File: src/source/soc_pkg.sv
`default_nettype none

package soc_pkg;

   // bus geometry
   localparam int unsigned ADDR_W = 16;
   localparam int unsigned DATA_W = 32;

   // native data bus request, a write is any request with nonzero wstrb
   typedef struct packed {
      logic              valid;
      logic [ADDR_W-1:0] addr;
      logic [DATA_W-1:0] wdata;
      logic [DATA_W/8-1:0] wstrb;
   } bus_req_t;

   // read answer, one cycle after the request
   typedef struct packed {
      logic              rvalid;
      logic [DATA_W-1:0] rdata;
   } bus_resp_t;

   // address map, top two address bits select the slave
   localparam int unsigned N_SLAVES = 3;

   localparam logic [1:0] SEL_MEM   = 2'd0;
   localparam logic [1:0] SEL_TIMER = 2'd1;
   localparam logic [1:0] SEL_BOOT  = 2'd2;
   // select value 3 is left unmapped

   // boot rom size as byte address width
   localparam int unsigned BOOTROM_ADDR_W = 10;

   // cpu reset pulse length in cycles
   localparam int unsigned CPU_RESET_CYCLES = 4;

   // timer registers, word offsets inside the timer region
   localparam int unsigned TIMER_CTRL_OFFS  = 0;
   localparam int unsigned TIMER_COUNT_OFFS = 1;

endpackage

`default_nettype wire

File: src/source/soc_timer.sv
`default_nettype none

module soc_timer
   import soc_pkg::*;
(
   input  logic      clk_i,
   input  logic      rst_i,

   input  bus_req_t  req_i,
   output bus_resp_t resp_o
);

   logic              is_write;
   logic              ctrl_sel;
   logic              count_sel;

   logic              enable_q;
   logic [31:0]       count_q;
   logic              rvalid_q;
   logic [DATA_W-1:0] rdata_q;

   assign is_write  = |req_i.wstrb;
   assign ctrl_sel  = (req_i.addr[2] == TIMER_CTRL_OFFS[0]);
   assign count_sel = (req_i.addr[2] == TIMER_COUNT_OFFS[0]);

   // control register, bit 0 enables counting
   // count register loads a full word on any strobe
   always_ff @(posedge clk_i) begin
      if (rst_i) begin
         enable_q <= 1'b0;
         count_q  <= '0;
      end else begin
         if (req_i.valid && is_write && ctrl_sel && req_i.wstrb[0]) begin
            enable_q <= req_i.wdata[0];
         end
         // load wins over increment
         if (req_i.valid && is_write && count_sel) begin
            count_q <= req_i.wdata;
         end else if (enable_q) begin
            count_q <= count_q + 32'd1;
         end
      end
   end

   always_ff @(posedge clk_i) begin
      if (rst_i) begin
         rvalid_q <= 1'b0;
      end else begin
         rvalid_q <= req_i.valid && !is_write;
      end
   end

   // count read gives the value held at the request edge
   always_ff @(posedge clk_i) begin
      if (req_i.valid && !is_write) begin
         rdata_q <= count_sel ? count_q : {{(DATA_W-1){1'b0}}, enable_q};
      end
   end

   assign resp_o.rvalid = rvalid_q;
   assign resp_o.rdata  = rdata_q;

endmodule

`default_nettype wire

File: config.mk
export PLATFORM = sky130hd
export DESIGN_NAME = soc_timer
export DESIGN_NICKNAME = d
export VERILOG_FILES = /design/src/source/soc_pkg.sv /design/src/source/soc_timer.sv
export SDC_FILE = /design/constraint.sdc
export NUM_CORES = 1
export LEC_CHECK = 0
export BUFFER_PORTS_ARGS = -buffer_cell sky130_fd_sc_hd__clkbuf_2
export CAP_MARGIN = 20
export CORE_ASPECT_RATIO = 1.5
export CORE_MARGIN = 2
export CORE_UTILIZATION = 53
export CTS_CLUSTER_SIZE = 16
export DETAILED_ROUTE_END_ITERATION = 6
export PLACE_DENSITY = 0.86
export SLEW_MARGIN = 20
export SYNTH_ARGS = -nofsm -noshare
export SYNTH_HDL_FRONTEND = slang
export SYNTH_SLANG_ARGS = --single-unit
File: constraint.sdc
create_clock -name clk_i -period 2.2 [get_ports clk_i]
set_clock_uncertainty 0.05 [all_clocks]
set_input_delay 0.22 -clock clk_i [delete_from_list [all_inputs] [get_ports clk_i]]
set_output_delay 0.22 -clock clk_i [all_outputs]
set_load 0.03 [all_outputs]
==> flow_metrics.py <==
metrics = {
    "global_route": {
        "antenna_found_initial": 0,
        "grt_max_degree": 35,
        "grt_pass1_vias": 2815,
        "grt_pass1_wl_mm": 12.6,
        "overflow": 0,
        "grtUsageTotal": 0.245,
    },
    "sta": {
        "fmax_mhz": 486,
        "post-route-min-period_ps": 2060,
        "rsz0062_at_grt": "no",
        "worst_slew_pin_slew_ps": 608,
        "tns_ps": 0,
        "setup_viol": 0,
        "period_share": 0.935,
        "finalHoldViolations": 0,
        "slew_headroom": 0.593,
        "slew_violations": 0,
    },
    "layout": {
        "antenna_cells": 0,
        "fillers": 482,
        "area_delta_synth_final_pct": 21.4,
        "drive_above_1_share": 0.285,
        "nets": 465,
    },
    "clocking": {
        "cts_sinks": 66,
        "cts_tree": "yes",
        "ctsHoldBuffers": 0,
        "cts_made_buffers": 9,
        "clk_latency_ps": 350,
        "clk_path_buf_depth": 2,
        "postCtsSetupBuffers": 0,
        "root_buffer": "clkbuf_8",
        "htreeDepth": 3,
        "clkTransAtPathRegs_ps": 80,
    },
    "logic_synthesis": {
        "synth_top_area_cell": "edfxtp_1",
        "yosys_warnings": 0,
        "synthFlopType": "dfxtp_1",
        "yosysTopAreaCellShare": 0.293,
        "syn_inst": 329,
        "synth_common_cells": "and2_1, dfxtp_1, edfxtp_1, nor2_1, nand3_1",
        "synth_edf_count": 32,
        "ys_seq_area_frac": 0.500,
        "synth_seq_cells": 66,
        "syn_area_per_cell_sq_um": 9.98,
        "synthesis.area_sq_um": 3280,
        "ys_top_cells_by_area": "edfxtp_1, dfxtp_1, and2_1, a211oi_1, nand3_1",
        "async_flop_share": 0,
        "yosys.cell_types.count": 47,
        "syn_nets": 385,
    },
    "floorplanning": {
        "initial_utilization": 0.540,
        "die_area_sq_um": 6860,
        "core-area_sq_um": 6090,
        "die_w_um": 68.3,
        "die_y_um": 100,
        "rows": 35,
        "ioPinCount": 88,
    },
    "power": {
        "cellPowerDensity_nw_per_um2": 641,
        "ir_drop_uv": 527,
        "leakage_nw": 1.51,
        "power_mw": 2.55,
    },
    "detailed_routing": {
        "wl_per_cell_um": 15.7,
        "route.detailed.drc": 0,
        "totalWireLength_mm": 7.67,
        "dr.pass1.iters": 4,
        "drt_iter0_drc": 228,
        "vias": 2977,
        "ant_nets": 0,
        "avgViaCountPerCell": 6.10,
    },
    "placed_design": {
        "gp_congestion": 0.908,
        "port_buffers": 72,
        "dpl.hpwl_mm": 5.57,
    },
    "min_path": {
        "holdCritPathClass": "input port to flop",
    },
    "critical_path": {
        "endpoint": "count_q[26]",
        "cp-startpoint": "count_q[20]",
        "r2r_start": "count_q[20]",
        "r2r_cells": 4,
        "critPathCaptureType": "flop",
        "path_class": "flop to flop",
        "arrival_ps": 2260,
        "cp_max_fo": 6,
        "critPathLaunchType": "flop",
        "r2r_slack_ps": 140,
        "r2r-end": "count_q[26]",
        "required_ps": 2400,
    },
    "flow_run": {
        "cap_violations": 0,
    },
    "run_status": {
        "outcome": "completed",
    },
}
cell usage in the layout, fill, tap and decap left out, types with 8 or more instances in the layout:
cell      netlist  final
a211oi_1       17     17
a311oi_1        9      9
and2_1         34     34
and4_1          8      8
buf_4           1     22
clkbuf_2        0     72
clkbuf_8        0     10
dfxtp_1        34     32
edfxtp_1       32     32
inv_1           8      8
nand2_1        13     13
nand3_1        21     21
nand4_1        14     14
nor2_1         28     28
or4_1           9      9
how the worst min path moves through the flow:
stage	startpoint	cells after the start	endpoint
after floorplan	req_i[4]	2	enable_q
after global placement	req_i[25]	2	count_q[21]
after detailed placement	req_i[24]	3	count_q[20]
after CTS	req_i[24]	3	count_q[20]
after global routing	req_i[24]	3	count_q[20]
final	req_i[24]	3	count_q[20]
power breakdown:
part | internal, mW | switching, mW
clock network | 0.438 | 0.482
registers | 1.33 | 0.0576
logic | 0.108 | 0.136
worst max-delay path: stages (launching register included):
cell and delay (ps):
dfxtp_1 440, nand4_1 220, or4_1 580, or4_1 410, a311oi_1 260
stage by stage:
stage | instances | hold slack, ps | cell area (sq um) | setup WS [ps] | util
final | 488 | 48.2 | 3990 | 142 | 0.655
after global routing | 488 | 59.1 | 3990 | 14.3 | 0.655
after CTS | 488 | 50.0 | 3980 | 37.8 | 0.653
after detailed placement | 472 | 415 | 3790 | 60.9 | 0.623
after global placement | 472 | 410 | 3790 | 98.6 | 0.623
after floorplan | 329 | 314 | 3280 | 200 | -
routing by layer:
metal / global-route usage / wire length [um] / up-vias
li1: - / - / 1424
met1: 0.317 / 3140 / 1402
met2: 0.376 / 3800 / 129
met3: 0.0471 / 509 / 22
met4: 0.145 / 222 / 0
met5: 0 / 0 / -
state kept, by name, indices dropped and copies added (netlist names):
name,flops
count_q,32
rdata_q,32
enable_q,1
rvalid_q,1
logic make-up after synthesis:
logic type                 after synthesis  synth area share
AOI/OAI and AO/OA                       58             0.138
xor gates and xnor gates                12            0.0320
adders and majority gates                1           0.00381
buffers and inverters                   33            0.0419
DFF                                     66             0.500
muxes                                    3           0.00952
and+or+nand+nor                        156             0.275
layout make-up:
cell class                 instances  area [sq um]  area share
clock buffer                      10           138      0.0345
clock inverter                     6          42.5      0.0107
inverter                           8          30.0     0.00753
multi-input combinational        230          1510       0.380
sequential                        66          1640       0.412
tap                               74          92.6      0.0232
timing repair buffer              94           526       0.132
timing repair:
action	CTS	global route
endpoints found under the setup margin	0	5
hold endpoints to repair	0	0
resized for setup	0	3
Power figures use the tool's default switching activity.
