File: config.mk
export PLATFORM = sky130hd
export DESIGN_NAME = soc_bus_split
export DESIGN_NICKNAME = d
export VERILOG_FILES = /design/src/source/soc_pkg.sv /design/src/source/soc_bus_split.sv
export SDC_FILE = /design/constraint.sdc
export NUM_CORES = 1
export LEC_CHECK = 0
export BUFFER_PORTS_ARGS = -buffer_cell sky130_fd_sc_hd__buf_2
export CAP_MARGIN = 5
export CELL_PAD_IN_SITES_DETAIL_PLACEMENT = 0
export CELL_PAD_IN_SITES_GLOBAL_PLACEMENT = 1
export CORE_AREA = 3 3 135 137
export CTS_CLUSTER_DIAMETER = 150
export DETAILED_ROUTE_END_ITERATION = 10
export DIE_AREA = 0 0 138 140
export PLACE_DENSITY = 0.68
export SLEW_MARGIN = 10
export SYNTH_ARGS = -nofsm -noshare
export SYNTH_HDL_FRONTEND = slang
export SYNTH_SLANG_ARGS = --single-unit
File: constraint.sdc
create_clock -name clk_i -period 2 [get_ports clk_i]
set_input_delay 0.4 -clock clk_i [delete_from_list [all_inputs] [get_ports clk_i]]
set_output_delay 0.4 -clock clk_i [all_outputs]
set_load 0.02 [all_outputs]
File: src/source/soc_pkg.sv
`default_nettype none

package soc_pkg;

   // bus geometry
   localparam int unsigned ADDR_W = 16;
   localparam int unsigned DATA_W = 32;

   // native data bus request, a write is any request with nonzero wstrb
   typedef struct packed {
      logic              valid;
      logic [ADDR_W-1:0] addr;
      logic [DATA_W-1:0] wdata;
      logic [DATA_W/8-1:0] wstrb;
   } bus_req_t;

   // read answer, one cycle after the request
   typedef struct packed {
      logic              rvalid;
      logic [DATA_W-1:0] rdata;
   } bus_resp_t;

   // address map, top two address bits select the slave
   localparam int unsigned N_SLAVES = 3;

   localparam logic [1:0] SEL_MEM   = 2'd0;
   localparam logic [1:0] SEL_TIMER = 2'd1;
   localparam logic [1:0] SEL_BOOT  = 2'd2;
   // select value 3 is left unmapped

   // boot rom size as byte address width
   localparam int unsigned BOOTROM_ADDR_W = 10;

   // cpu reset pulse length in cycles
   localparam int unsigned CPU_RESET_CYCLES = 4;

   // timer registers, word offsets inside the timer region
   localparam int unsigned TIMER_CTRL_OFFS  = 0;
   localparam int unsigned TIMER_COUNT_OFFS = 1;

endpackage

`default_nettype wire

File: src/source/soc_bus_split.sv
`default_nettype none

module soc_bus_split
   import soc_pkg::*;
#(
   parameter int unsigned ADDR_W = soc_pkg::ADDR_W
) (
   input  logic                       clk_i,
   input  logic                       rst_i,

   // master side
   input  bus_req_t                   m_req_i,
   output bus_resp_t                  m_resp_o,

   // slave side
   output bus_req_t  [N_SLAVES-1:0]   s_req_o,
   input  bus_resp_t [N_SLAVES-1:0]   s_resp_i
);

   logic [1:0] sel;
   logic       is_write;
   logic       unmapped;

   // select and unmapped flag of the request being answered
   logic [1:0] sel_q;
   logic       unmapped_rd_q;

   assign sel      = m_req_i.addr[ADDR_W-1 -: 2];
   assign is_write = |m_req_i.wstrb;
   assign unmapped = (sel >= 2'(N_SLAVES));

   // same payload to every slave, valid only to the selected one
   always_comb begin
      for (int i = 0; i < N_SLAVES; i++) begin
         s_req_o[i]       = m_req_i;
         s_req_o[i].valid = m_req_i.valid && (sel == 2'(i));
      end
   end

   always_ff @(posedge clk_i) begin
      if (rst_i) begin
         sel_q         <= SEL_MEM;
         unmapped_rd_q <= 1'b0;
      end else begin
         if (m_req_i.valid) begin
            sel_q <= sel;
         end
         unmapped_rd_q <= m_req_i.valid && !is_write && unmapped;
      end
   end

   // response mux
   // an unmapped read still gets an answer, zero data, so the cpu never stalls
   always_comb begin
      m_resp_o = '0;
      if (unmapped_rd_q) begin
         m_resp_o.rvalid = 1'b1;
         m_resp_o.rdata  = '0;
      end else begin
         for (int i = 0; i < N_SLAVES; i++) begin
            if (sel_q == 2'(i)) begin
               m_resp_o = s_resp_i[i];
            end
         end
      end
   end

endmodule

`default_nettype wire

==> summary.md <==
| Metric | Value |
|---|---|
| Number of synthesized flops with an enable pin | `0` |
| Most common cell in the netlist | `buf_4` |
| WL final | `about 7900 µm` |
| Die area | `19320 µm²` |
| Vias | `1923` |
| TNS Setup | `0 ps` |
| DRT met1 WL | `about 2900 µm` |
| Crit path max fanout | `32` |
| CP dominant cell by count | `a211oi_1` |
| Routed vias/inst | `3.509` |
| ANT nets after route | `0` |
| Nets@finish | `about 480` |
| Post-place setup slack | `about 250 ps` |
| Worst hold path class | `primary input to flip-flop` |
| GRT overflow | `0` |
| Max-slew violation count | `0` |
| F_max | `0.5351 GHz` |
| Clk_lat worst skew | `~220 ps` |
| WL/cell | `around 14 µm` |
| # diodes | `0` |
| Num Clock Sinks | `3` |
| CP Data Arrival Time | `~1500 ps` |
| Worst-margin pin slew | `about 360 ps` |
| Die H | `about 140 µm` |
| Largest net degree at the start of global routing | `35` |
| Fin crit share | `0.9345` |
| Register area share after synthesis | `0.02648` |
| Final setup margin | `roughly 130 ps` |
| Final instance count without filler cells | `548` |
| Num CTS Buffers | `3` |
| Worst slew margin | `0.7578` |
| DP HPWL | `6637 µm` |
| Worst setup SP type | `flip-flop` |
| Rows | `between 40 and 50` |
| Most frequent cells after synthesis | `buf_4 (160), a211oi_1 (63), nand2_1 (33)` |
| Crit path time final | `~1900 ps` |
| Power, Total | `~960 µW` |
| Crit Path Class | `flip-flop to output port` |
| Starting density of the core | `0.1321` |
| Post-CTS Setup Inserts | `0` |
| Initial antenna violation count | `0` |
| Ys flop type | `dfxtp_1` |
| Placed Cells | `~540` |
| Met3 WL post-DR | `between 900 and 1000 µm` |
| Cell Pwr Density | `about 420 nW/µm²` |
| DR iter-0 viols | `56` |
| Layout area overhead | `-0.05537%` |
| Max layer used | `met4` |
| Final Util | `0.1320` |
| Root Buffer | `clkbuf_16` |
| Yosys reg bits | `3` |
| TritonCTS clock tree | `yes` |
| WP data required | `between 1500 and 2000 ps` |
| DRT Pass-1 Iters | `4` |
| Layout Skew | `0 ps` |
| Crit end category | `output port` |
| Synth Warn # | `0` |
| # DRC | `0` |
| Share of the synthesized area in the top cell type | `0.5295` |
| Leakage power | `about 0.0011 µW` |
| Syn Inst Count | `about 320` |
| Global placer's final weighted congestion | `0.7019` |
| Mapped Area | `2268 µm²` |
| Syn nets | `476` |
| RSZ-0062 raised after global routing | `true` |
| Status | `completed` |
| Core ar. | `roughly 17000 µm²` |
| WL met2 | `approximately 3500 µm` |
| Async set-reset flop share out of synthesis | `0` |
| Yosys cell types | `21` |
| IR Drop Worst-Case VDD | `321.1 µV` |
| H-tree level count | `1` |
| Fin. Hold Viols | `0` |
| Die W | `138 µm` |
| Synth area leader | `buf_4` |
| FF-to-FF setup slack | `1020 ps` |
| Share of cells above drive strength 1 | `0.5697` |
| Number of global-route vias before repair | `just under 2000` |
| Clock buffer depth | `2` |
| First-pass GRT wire length | `~11000 µm` |
| Synth area leaders | `buf_4 (53%), a211oi_1 (21%), nor2b_1 (8.8%)` |
| # IOs | `~350` |
| Crit-path slowest cell | `dfxtp_2` |
| Critical-path cell list | `buf_12, nor2b_1, a211oi_1, a211oi_1, buf_2` |
| Final Setup Violations | `0` |
| CTS clk-pin slew, worst paths | `about 30 ps` |
| I/O Buffers | `about 160` |
| GRT Util Overall | `0.07349` |
| Worst path max stage delay | `380 ps` |
| Maxcap violations | `0` |
| Syn avg cell area | `roughly 7.0 µm²` |
final cells by class:
type,count,area (µm²)
clock buffers,4,78.83
repair buffers,174,935.9
well taps,225,281.5
multi-input cells,141,902.1
flip-flops and latches,3,63.81
inverters,1,5.005
fillers,2077,14910
registers in the layout (all words and copies together), names as in the netlist:
register	count
sel_q	2
unmapped_rd_q	1
worst max-delay path: cells and delay by family (launching register included):
| kind | cells | cell delay [ps] |
|---|---|---|
| AND/OR/NAND/NOR | 1 | 60 |
| AO/OA/AOI/OAI | 2 | 430 |
| flip-flops | 1 | 380 |
| buffers and inverters | 2 | 370 |
per-layer routing:
layer,global-route usage,vias up
li1,-,944
met1,0.08088,779
met2,0.1159,135
met3,0.02765,65
met4,0.05408,0
met5,0,-
worst paths after layout:
kind / startpoint / endpoint / depth (start not counted)
max: sel_q[1]$_SDFFE_PP0P_ / m_resp_o[5] / 5
min: rst_i / unmapped_rd_q$_SDFF_PP0_ / 2
max reg2reg: sel_q[0]$_SDFFE_PP0P_ / sel_q[0]$_SDFFE_PP0P_ / 3
min reg2reg: sel_q[0]$_SDFFE_PP0P_ / sel_q[0]$_SDFFE_PP0P_ / 3
cell usage in the layout (no fill, tap or decap):
cell and instances:
dfxtp_2 3, o21ai_0 1, buf_12 2, buf_4 10, nor3b_1 1, nor2_1 2
a211oi_2 1, clkinv_2 1, a211oi_1 63, nand2b_1 1, nand2_1 33, or4_4 1
a31oi_1 1, mux2i_1 2, and3b_1 1, clkbuf_1 1, nor4b_2 1, clkbuf_16 3
a21oi_1 1, buf_8 1, nor2b_1 32, buf_2 161
where the power goes:
part / leakage [µW] / internal, µW / total, µW / switching [µW]
logic: 0.00100 / 248 / 575 / 327
registers: 0.0000258 / 63.2 / 67.2 / 3.99
clock network: 0.0000382 / 263 / 313 / 50.6
cell families after synthesis:
kind of cell,Yosys count,share of synthesized area
flops,3,0.02648
simple gates,72,0.1677
compound gates,67,0.2212
buf+inv,178,0.5758
mux,2,0.008826
through the flow:
stage               hold WS, ps  instance area [µm²]
floorplan                 469.1                 2268
global placement          596.6                 2180
detailed placement        597.5                 2180
CTS                       365.2                 2258
global route              364.3                 2267
finish                    368.3                 2267
repair_timing:
| item | 4_1_cts | 5_1_grt |
|---|---|---|
| hold buffers | 0 | 0 |
| gates resized for setup | 0 | 3 |
| setup endpoints to repair | 0 | 14 |
(Power assumes the default switching activity.)
