### src/source/soc_pkg.sv
`default_nettype none

package soc_pkg;

   // bus geometry
   localparam int unsigned ADDR_W = 16;
   localparam int unsigned DATA_W = 32;

   // native data bus request, a write is any request with nonzero wstrb
   typedef struct packed {
      logic              valid;
      logic [ADDR_W-1:0] addr;
      logic [DATA_W-1:0] wdata;
      logic [DATA_W/8-1:0] wstrb;
   } bus_req_t;

   // read answer, one cycle after the request
   typedef struct packed {
      logic              rvalid;
      logic [DATA_W-1:0] rdata;
   } bus_resp_t;

   // address map, top two address bits select the slave
   localparam int unsigned N_SLAVES = 3;

   localparam logic [1:0] SEL_MEM   = 2'd0;
   localparam logic [1:0] SEL_TIMER = 2'd1;
   localparam logic [1:0] SEL_BOOT  = 2'd2;
   // select value 3 is left unmapped

   // boot rom size as byte address width
   localparam int unsigned BOOTROM_ADDR_W = 10;

   // cpu reset pulse length in cycles
   localparam int unsigned CPU_RESET_CYCLES = 4;

   // timer registers, word offsets inside the timer region
   localparam int unsigned TIMER_CTRL_OFFS  = 0;
   localparam int unsigned TIMER_COUNT_OFFS = 1;

endpackage

`default_nettype wire

### src/source/soc_boot_ctrl.sv
`default_nettype none

module soc_boot_ctrl
   import soc_pkg::*;
(
   input  logic      clk_i,
   input  logic      rst_i,

   input  bus_req_t  req_i,
   output bus_resp_t resp_o,

   output logic      boot_o,
   output logic      cpu_reset_o
);

   localparam int unsigned CNT_W = $clog2(CPU_RESET_CYCLES + 1);

   logic              wr_req;
   logic              boot_q;
   logic [CNT_W-1:0]  rst_cnt_q;
   logic              rvalid_q;
   logic [DATA_W-1:0] rdata_q;

   assign wr_req = req_i.valid && (|req_i.wstrb);

   // boot flag drops on any write
   // the counter reloads on reset and on that write, then runs down
   always_ff @(posedge clk_i) begin
      if (rst_i) begin
         boot_q    <= 1'b1;
         rst_cnt_q <= CNT_W'(CPU_RESET_CYCLES);
         rvalid_q  <= 1'b0;
      end else begin
         rvalid_q <= req_i.valid && !(|req_i.wstrb);
         if (wr_req) begin
            boot_q    <= 1'b0;
            rst_cnt_q <= CNT_W'(CPU_RESET_CYCLES);
         end else if (rst_cnt_q != '0) begin
            rst_cnt_q <= rst_cnt_q - 1'b1;
         end
      end
   end

   always_ff @(posedge clk_i) begin
      rdata_q <= {{(DATA_W-1){1'b0}}, boot_q};
   end

   assign boot_o      = boot_q;
   assign cpu_reset_o = (rst_cnt_q != '0);

   assign resp_o.rvalid = rvalid_q;
   assign resp_o.rdata  = rdata_q;

endmodule

`default_nettype wire

### config.mk
export PLATFORM = sky130hd
export DESIGN_NAME = soc_boot_ctrl
export DESIGN_NICKNAME = d
export VERILOG_FILES = /design/src/source/soc_pkg.sv /design/src/source/soc_boot_ctrl.sv
export SDC_FILE = /design/constraint.sdc
export NUM_CORES = 1
export LEC_CHECK = 0
export BUFFER_PORTS_ARGS = -buffer_cell sky130_fd_sc_hd__buf_2
export CORE_MARGIN = 2
export CORE_UTILIZATION = 29
export CTS_BUF_LIST = sky130_fd_sc_hd__clkbuf_8
export CTS_CLUSTER_SIZE = 40
export DETAILED_ROUTE_END_ITERATION = 6
export PLACE_DENSITY = 0.88
export SETUP_SLACK_MARGIN = 0.1
export SYNTH_ARGS = -nofsm -noshare
export SYNTH_HDL_FRONTEND = slang
export SYNTH_SLANG_ARGS = --single-unit
### constraint.sdc
create_clock -name clk_i -period 2.78 [get_ports clk_i]
set_clock_uncertainty 0.05 [all_clocks]
set_input_delay 0.417 -clock clk_i [delete_from_list [all_inputs] [get_ports clk_i]]
set_output_delay 0.417 -clock clk_i [all_outputs]
set_load 0.02 [all_outputs]
==> impl_metrics.ini, run 1 <==
[layout]
final_cells = 84
nets = 127
nFillCells = 166
diodes = 0
drive_above_1_share = 0.2353
syn2layout_area_growth_pct = -3.308

[sta]
hold_violations = 0
post-route-min-period_ps = 1623
fmax_mhz = 616.2
tns_ps = 0
finalCritPeriodShare = 0.5838
rsz0062_at_grt = false
report.final.slew_viol_count = 0
setup_violations = 0

[pwr]
p_sw_w = 0.00009433
p_sw_frac = 0.3175
power_density_mw_per_mm2 = 624.9
vdd_drop_max_uv = 240.8
seq_power_share = 0.323
power.internal_w = 0.0002028
combPwrFrac = 0.245
finalPower_w = 0.0002971
p_leak_nw = 0.2732
clock_power_share = 0.431

[worst_setup_path]
crit_arrival_ps = 1160
required_ps = 2310
cp-end-kind = output pin
startpoint_type = register
crit_type = reg2out
crit_fanout = 4

[synth]
yosysMostFrequentCell = buf_4
synth_flop_cell = dfxtp_1
synth_top_area_cell = buf_4
yosysWarningCount = 0
synthArstFlopShare = 0
synth_seq_cells = 6
synth_edf_count = 0
syn_inst = 57
synth.area.top_cells = buf_4 (49%), dfxtp_1 (24%), ha_1 (5.1%)
syn_area_um2 = 491.7
seq_area_frac_synth = 0.2443
synth.avg_cell_area_um2 = 8.627
synth_top_area_frac = 0.4885
synth.distinct_cells = 15
synth_common_cells = buf_4 (32), dfxtp_1 (6), inv_1 (3), nand2_1 (3)

[status]
outcome = completed

[floorplan]
start_util = 0.3190
fp.dieW_um = 45.18
num_io_pins = 90
die_area_mm2 = 0.002041
die_h_um = 45.18
core_mm2 = 0.001541
rows = 14

[detailed_routing]
ant_nets = 0
vias = 297
via_per_inst = 3.536
drc = 0
drt-total-wl_um = 594
drt_iter0_markers = 2
first_pass_iters = 4
wl_per_cell_um = 7.071

[min_path]
hold_path_class = reg2reg

[clock_tree]
cts_made_buffers = 3
cts_resized = 0
root_buffer = clkbuf_8
cts_sinks = 6
clock_latency_ps = 220
postCtsSetupBuffers = 0
cts_tree = built
postCtsHoldBufs = 0
clk_path_buf_depth = 2
clkTransAtPathRegs_ps = 30
cts_max_level = 1

[placement]
gp_congestion = 0.6856
io_buffer_count = 10
dp_cells = 81
dp_hpwl_um = 501

[grt]
grt_pass1_vias = 210
grt_max_degree = 5
globalRouteTotalUtil = 0.06322
grt_pass1_wl_um = 828
grt_antenna_before_repair = 0
gr-total-overflow = 0

[job]
cap_violations = 0
==> cell type report <==
type / instances / area (µm²) / area share
Clock buffer: 3 / 41.29 / 0.08684
Inverter: 3 / 11.26 / 0.02368
Multi-Input combinational cell: 46 / 232.7 / 0.4895
Sequential cell: 6 / 120.1 / 0.2526
Tap cell: 16 / 20.02 / 0.04211
Timing Repair Buffer: 10 / 50.05 / 0.1053
==> flip-flops by register name, summed over array words and instances, names as in the netlist <==
name,cells
rdata_q,1
rvalid_q,1
boot_o,1
rst_cnt_q,3
==> final timing paths <==
kind | from | end | slack [ps] | cells past startpoint
setup / recovery | rst_cnt_q[1]$_SDFFE_PP0P_ | cpu_reset_o | 1160 | 4
hold / removal | boot_o$_SDFFE_PP1P_ | rdata_q[0]$_DFF_P_ | 320 | 0
setup reg to reg | rst_cnt_q[0]$_SDFFE_PP0P_ | rst_cnt_q[0]$_SDFFE_PP0P_ | 1610 | 5
hold reg to reg | boot_o$_SDFFE_PP1P_ | rdata_q[0]$_DFF_P_ | 320 | 0
==> worst max-delay path: stages, from the launching register on <==
cell and delay [ps]:
dfxtp_1 330, inv_1 70, ha_1 190, nand2b_1 150, buf_2 200
==> stage by stage <==
stage / instance area (µm²) / util / setup slack (ps) / hold WS [ps]
2_1_floorplan: 604.3 / - / 1411 / 395.9
3_3_place_gp: 434.2 / 0.2817 / 1279 / 304.9
3_5_place_dp: 434.2 / 0.2817 / 1255 / 307.6
4_1_cts: 475.5 / 0.3084 / 1137 / 319.7
5_1_grt: 475.5 / 0.3084 / 1056 / 335.1
6_report: 475.5 / 0.3084 / 1157 / 315.0
==> placed cells by master (no fill, tap or decap), drive strengths merged <==
master,count
or4,1
ha,2
a21o,1
conb,31
nor3b,2
xnor2,1
a21oi,2
nand2b,1
dfxtp,6
and2,1
inv,3
o211a,1
buf,10
nand2,3
clkbuf,3
==> routing by layer <==
layer,track usage,wire (µm)
met5,0,0
met4,0.08824,10
met3,0.04000,134
met2,0.08857,258
met1,0.05085,191
==> cells by family after synthesis <==
kind of cell               after synthesis  share of synthesized area
buffers and inverters                   35                     0.5114
and+or+nand+nor                          8                     0.1043
DFF                                      6                     0.2443
AOI/OAI and AO/OA                        4                    0.06361
adders and majority gates                2                    0.05088
xor gates and xnor gates                 1                    0.01781
other                                    1                   0.007626
==> power groups by stage <==
stage / combinational [W] / clock (W) / sequential (W)
6_report: 0.0000728 / 0.000128 / 0.0000961
5_1_grt: 0.0000803 / 0.000135 / 0.0000967
4_1_cts: 0.0000727 / 0.000133 / 0.0000961
3_5_place_dp: 0.0000726 / 0 / 0.0000973
3_3_place_gp: 0.0000703 / 0 / 0.0000969
2_1_floorplan: 0.0000913 / 0 / 0.0000996
(Power assumes the default switching activity.)
==> inputs of run 2 (changes only) <==
- ABC_AREA: default -> 1
- CORE_UTILIZATION: 29 -> 27
- PLACE_DENSITY: 0.88 -> 0.81
- clock period: 2.78 -> 1.7 ns (I/O delays scaled with it)
==> run 2 against run 1 <==
  * Critical path depth unchanged
  * Non-clock buffer count unchanged
  * Design area up 7.4%
  * Routed wire length up 6.4%
  * Global-route usage about the same
  * Clock-buffer cell count unchanged
  * Sequential share of layout area down 1.7 points
  * Synthesized area up 4.8%
==> impl_metrics.ini, run 2 <==
[status]
outcome = completed

[clock_tree]
cts_sinks = 6
postCtsSetupBuffers = 0
postCtsHoldBufs = 0
cts_max_level = 1
clkTransAtPathRegs_ps = 40
cts_tree = built
root_buffer = clkbuf_8
cts_resized = 0
cts_made_buffers = 3
clock_latency_ps = 220
clk_path_buf_depth = 2

[sta]
fin_ws_ps = 269.1
rsz0062_at_grt = false
tns_ps = 0
finalCritPeriodShare = 0.8417
fmax_mhz = 698.9
post-route-min-period_ps = 1431
report.final.slew_viol_count = 0
setup_violations = 0
hold_violations = 0

[worst_setup_path]
reg2regPathDepth = 7
r2r-end = rst_cnt_q[1]$_SDFFE_PP0P_
crit_type = reg2out
required_ps = 1390
crit_fanout = 4
crit_arrival_ps = 1130
cp-end-kind = output pin
r2r_start = rst_cnt_q[0]$_SDFFE_PP0P_
timing.reg2reg.setup_slack_ps = 640
startpoint_type = register

[synth]
synth.avg_cell_area_um2 = 7.364
yosysWarningCount = 0
synth_flop_cell = dfxtp_1
synthArstFlopShare = 0
synth-xor-area-share = 0
synth_top_area_frac = 0.4660
synth_common_cells = buf_4 (32), nand2_1 (10), dfxtp_1 (6), inv_1 (6), nor2_1 (5)
synth_top_family_by_area = buffers and inverters
synth_compound_area_frac = 0
synth_adder_area_share = 0.04854
synth_top_area_cell = buf_4
syn_area_um2 = 515.5
synth_edf_count = 0
yosysMostFrequentCell = buf_4
synth_seq_cells = 6
synth-simple-area-share = 0.1942
syn_inst = 70
synth.area.top_cells = buf_4 (47%), dfxtp_1 (23%), nand2_1 (7.3%)
synthMuxAreaShare = 0
seq_area_frac_synth = 0.2330
synth.distinct_cells = 11

[detailed_routing]
drt-total-wl_um = 632
drt_iter0_markers = 0
vias = 338
drc = 0
first_pass_iters = 1
ant_nets = 0
via_per_inst = 3.189
wl_per_cell_um = 5.962

[layout]
final_common_cell = conb_1
layout_common_cells = conb_1 (31), nand2_1 (10), buf_2 (10)
nFillCells = 194
top_register = rst_cnt_q
largest_reg_flops = 3
fin_util = 0.2894
drive_above_1_share = 0.2099
diodes = 0
nets = 140
final_cells = 106
syn2layout_area_growth_pct = -0.9707

[pwr]
p_sw_w = 0.0001688
p_leak_nw = 0.3142
power.internal_w = 0.0003331
combPwrFrac = 0.266
vdd_drop_max_uv = 412.5
p_sw_frac = 0.3363
seq_power_share = 0.313
clock_power_share = 0.421
power_density_mw_per_mm2 = 983.2
finalPower_w = 0.0005019

[floorplan]
fp.dieW_um = 47.70
die_h_um = 47.70
core_mm2 = 0.001764
start_util = 0.2922
num_io_pins = 90
die_area_mm2 = 0.002275
rows = 15

[grt]
globalRouteTotalUtil = 0.06274
gr-total-overflow = 0
grt_pass1_vias = 263
grt_pass1_wl_um = 883
grt_antenna_before_repair = 0
grt_max_degree = 5

[min_path]
min_delay_path_depth = 3
hold_path_end = boot_o$_SDFFE_PP1P_
worstHoldStart = rst_i
hold_path_class = in2reg

[placement]
dp_hpwl_um = 558.9
pre_cts_ws_ps = 488.1
io_buffer_count = 10
dp_cells = 103
gp_congestion = 0.6689

[job]
cap_violations = 0
## run 2: cell count changes after synthesis, sizes merged
cell | previous run | this run
nand2 | 3 | 13
nor2 | 0 | 5
inv | 3 | 7
nand3 | 0 | 4
a21oi | 2 | 0
nor3b | 2 | 0
a21o | 1 | 0
and2 | 1 | 0
nand2b | 1 | 0
o211a | 1 | 0
or4 | 1 | 0
xnor2 | 1 | 0
## run 2: cell families after synthesis
family	after synthesis
fa+ha+maj	2
buf+inv	39
flops	6
other cells	1
simple gates	22
## run 2: layout make-up
cell class	count	area, µm²	area share
multi-input cells	55	241.5	0.4730
repair buffers	10	50.05	0.09804
inverters	7	26.28	0.05147
clock buffers	3	41.29	0.08088
flip-flops and latches	6	120.1	0.2353
well taps	25	31.28	0.06127
## run 2: power groups by stage
stage	Clock, W	Combinational, W	Sequential [W]
floorplan	0	0.000163	0.000163
global placement	0	0.000129	0.000159
detailed placement	0	0.000134	0.000159
CTS	0.000217	0.000134	0.000157
global route	0.000236	0.000150	0.000158
finish	0.000211	0.000134	0.000157
## run 2: worst max path at each step
| stage | start | end | slack (ps) |
|---|---|---|---|
| floorplan | rst_cnt_q[0]$_SDFFE_PP0P_ | rst_cnt_q[1]$_SDFFE_PP0P_ | 670 |
| global placement | rst_cnt_q[0]$_SDFFE_PP0P_ | cpu_reset_o | 530 |
| detailed placement | rst_cnt_q[0]$_SDFFE_PP0P_ | cpu_reset_o | 490 |
| CTS | rst_cnt_q[0]$_SDFFE_PP0P_ | cpu_reset_o | 250 |
| global route | rst_cnt_q[0]$_SDFFE_PP0P_ | cpu_reset_o | 200 |
| finish | rst_cnt_q[0]$_SDFFE_PP0P_ | cpu_reset_o | 270 |
## run 2: worst max-delay path, stage by stage (launching register included)
cell and delay, ps:
dfxtp_1 320, inv_1 70, ha_1 250, nand2_4 100
buf_2 160
## run 2: through the flow
stage          area, µm²  hold slack [ps]
2_1_floorplan      628.1            331.1
3_3_place_gp       469.2            307.2
3_5_place_dp       469.2            311.5
4_1_cts            510.5            208.8
5_1_grt            510.5            227.7
6_report           510.5            210.5
## run 2: layer usage
layer / part of all wire / global-route usage
met1: 0.33 / 0.04977
met2: 0.47 / 0.1040
met3: 0.20 / 0.03396
met4: 0 / 0.06486
met5: 0 / 0
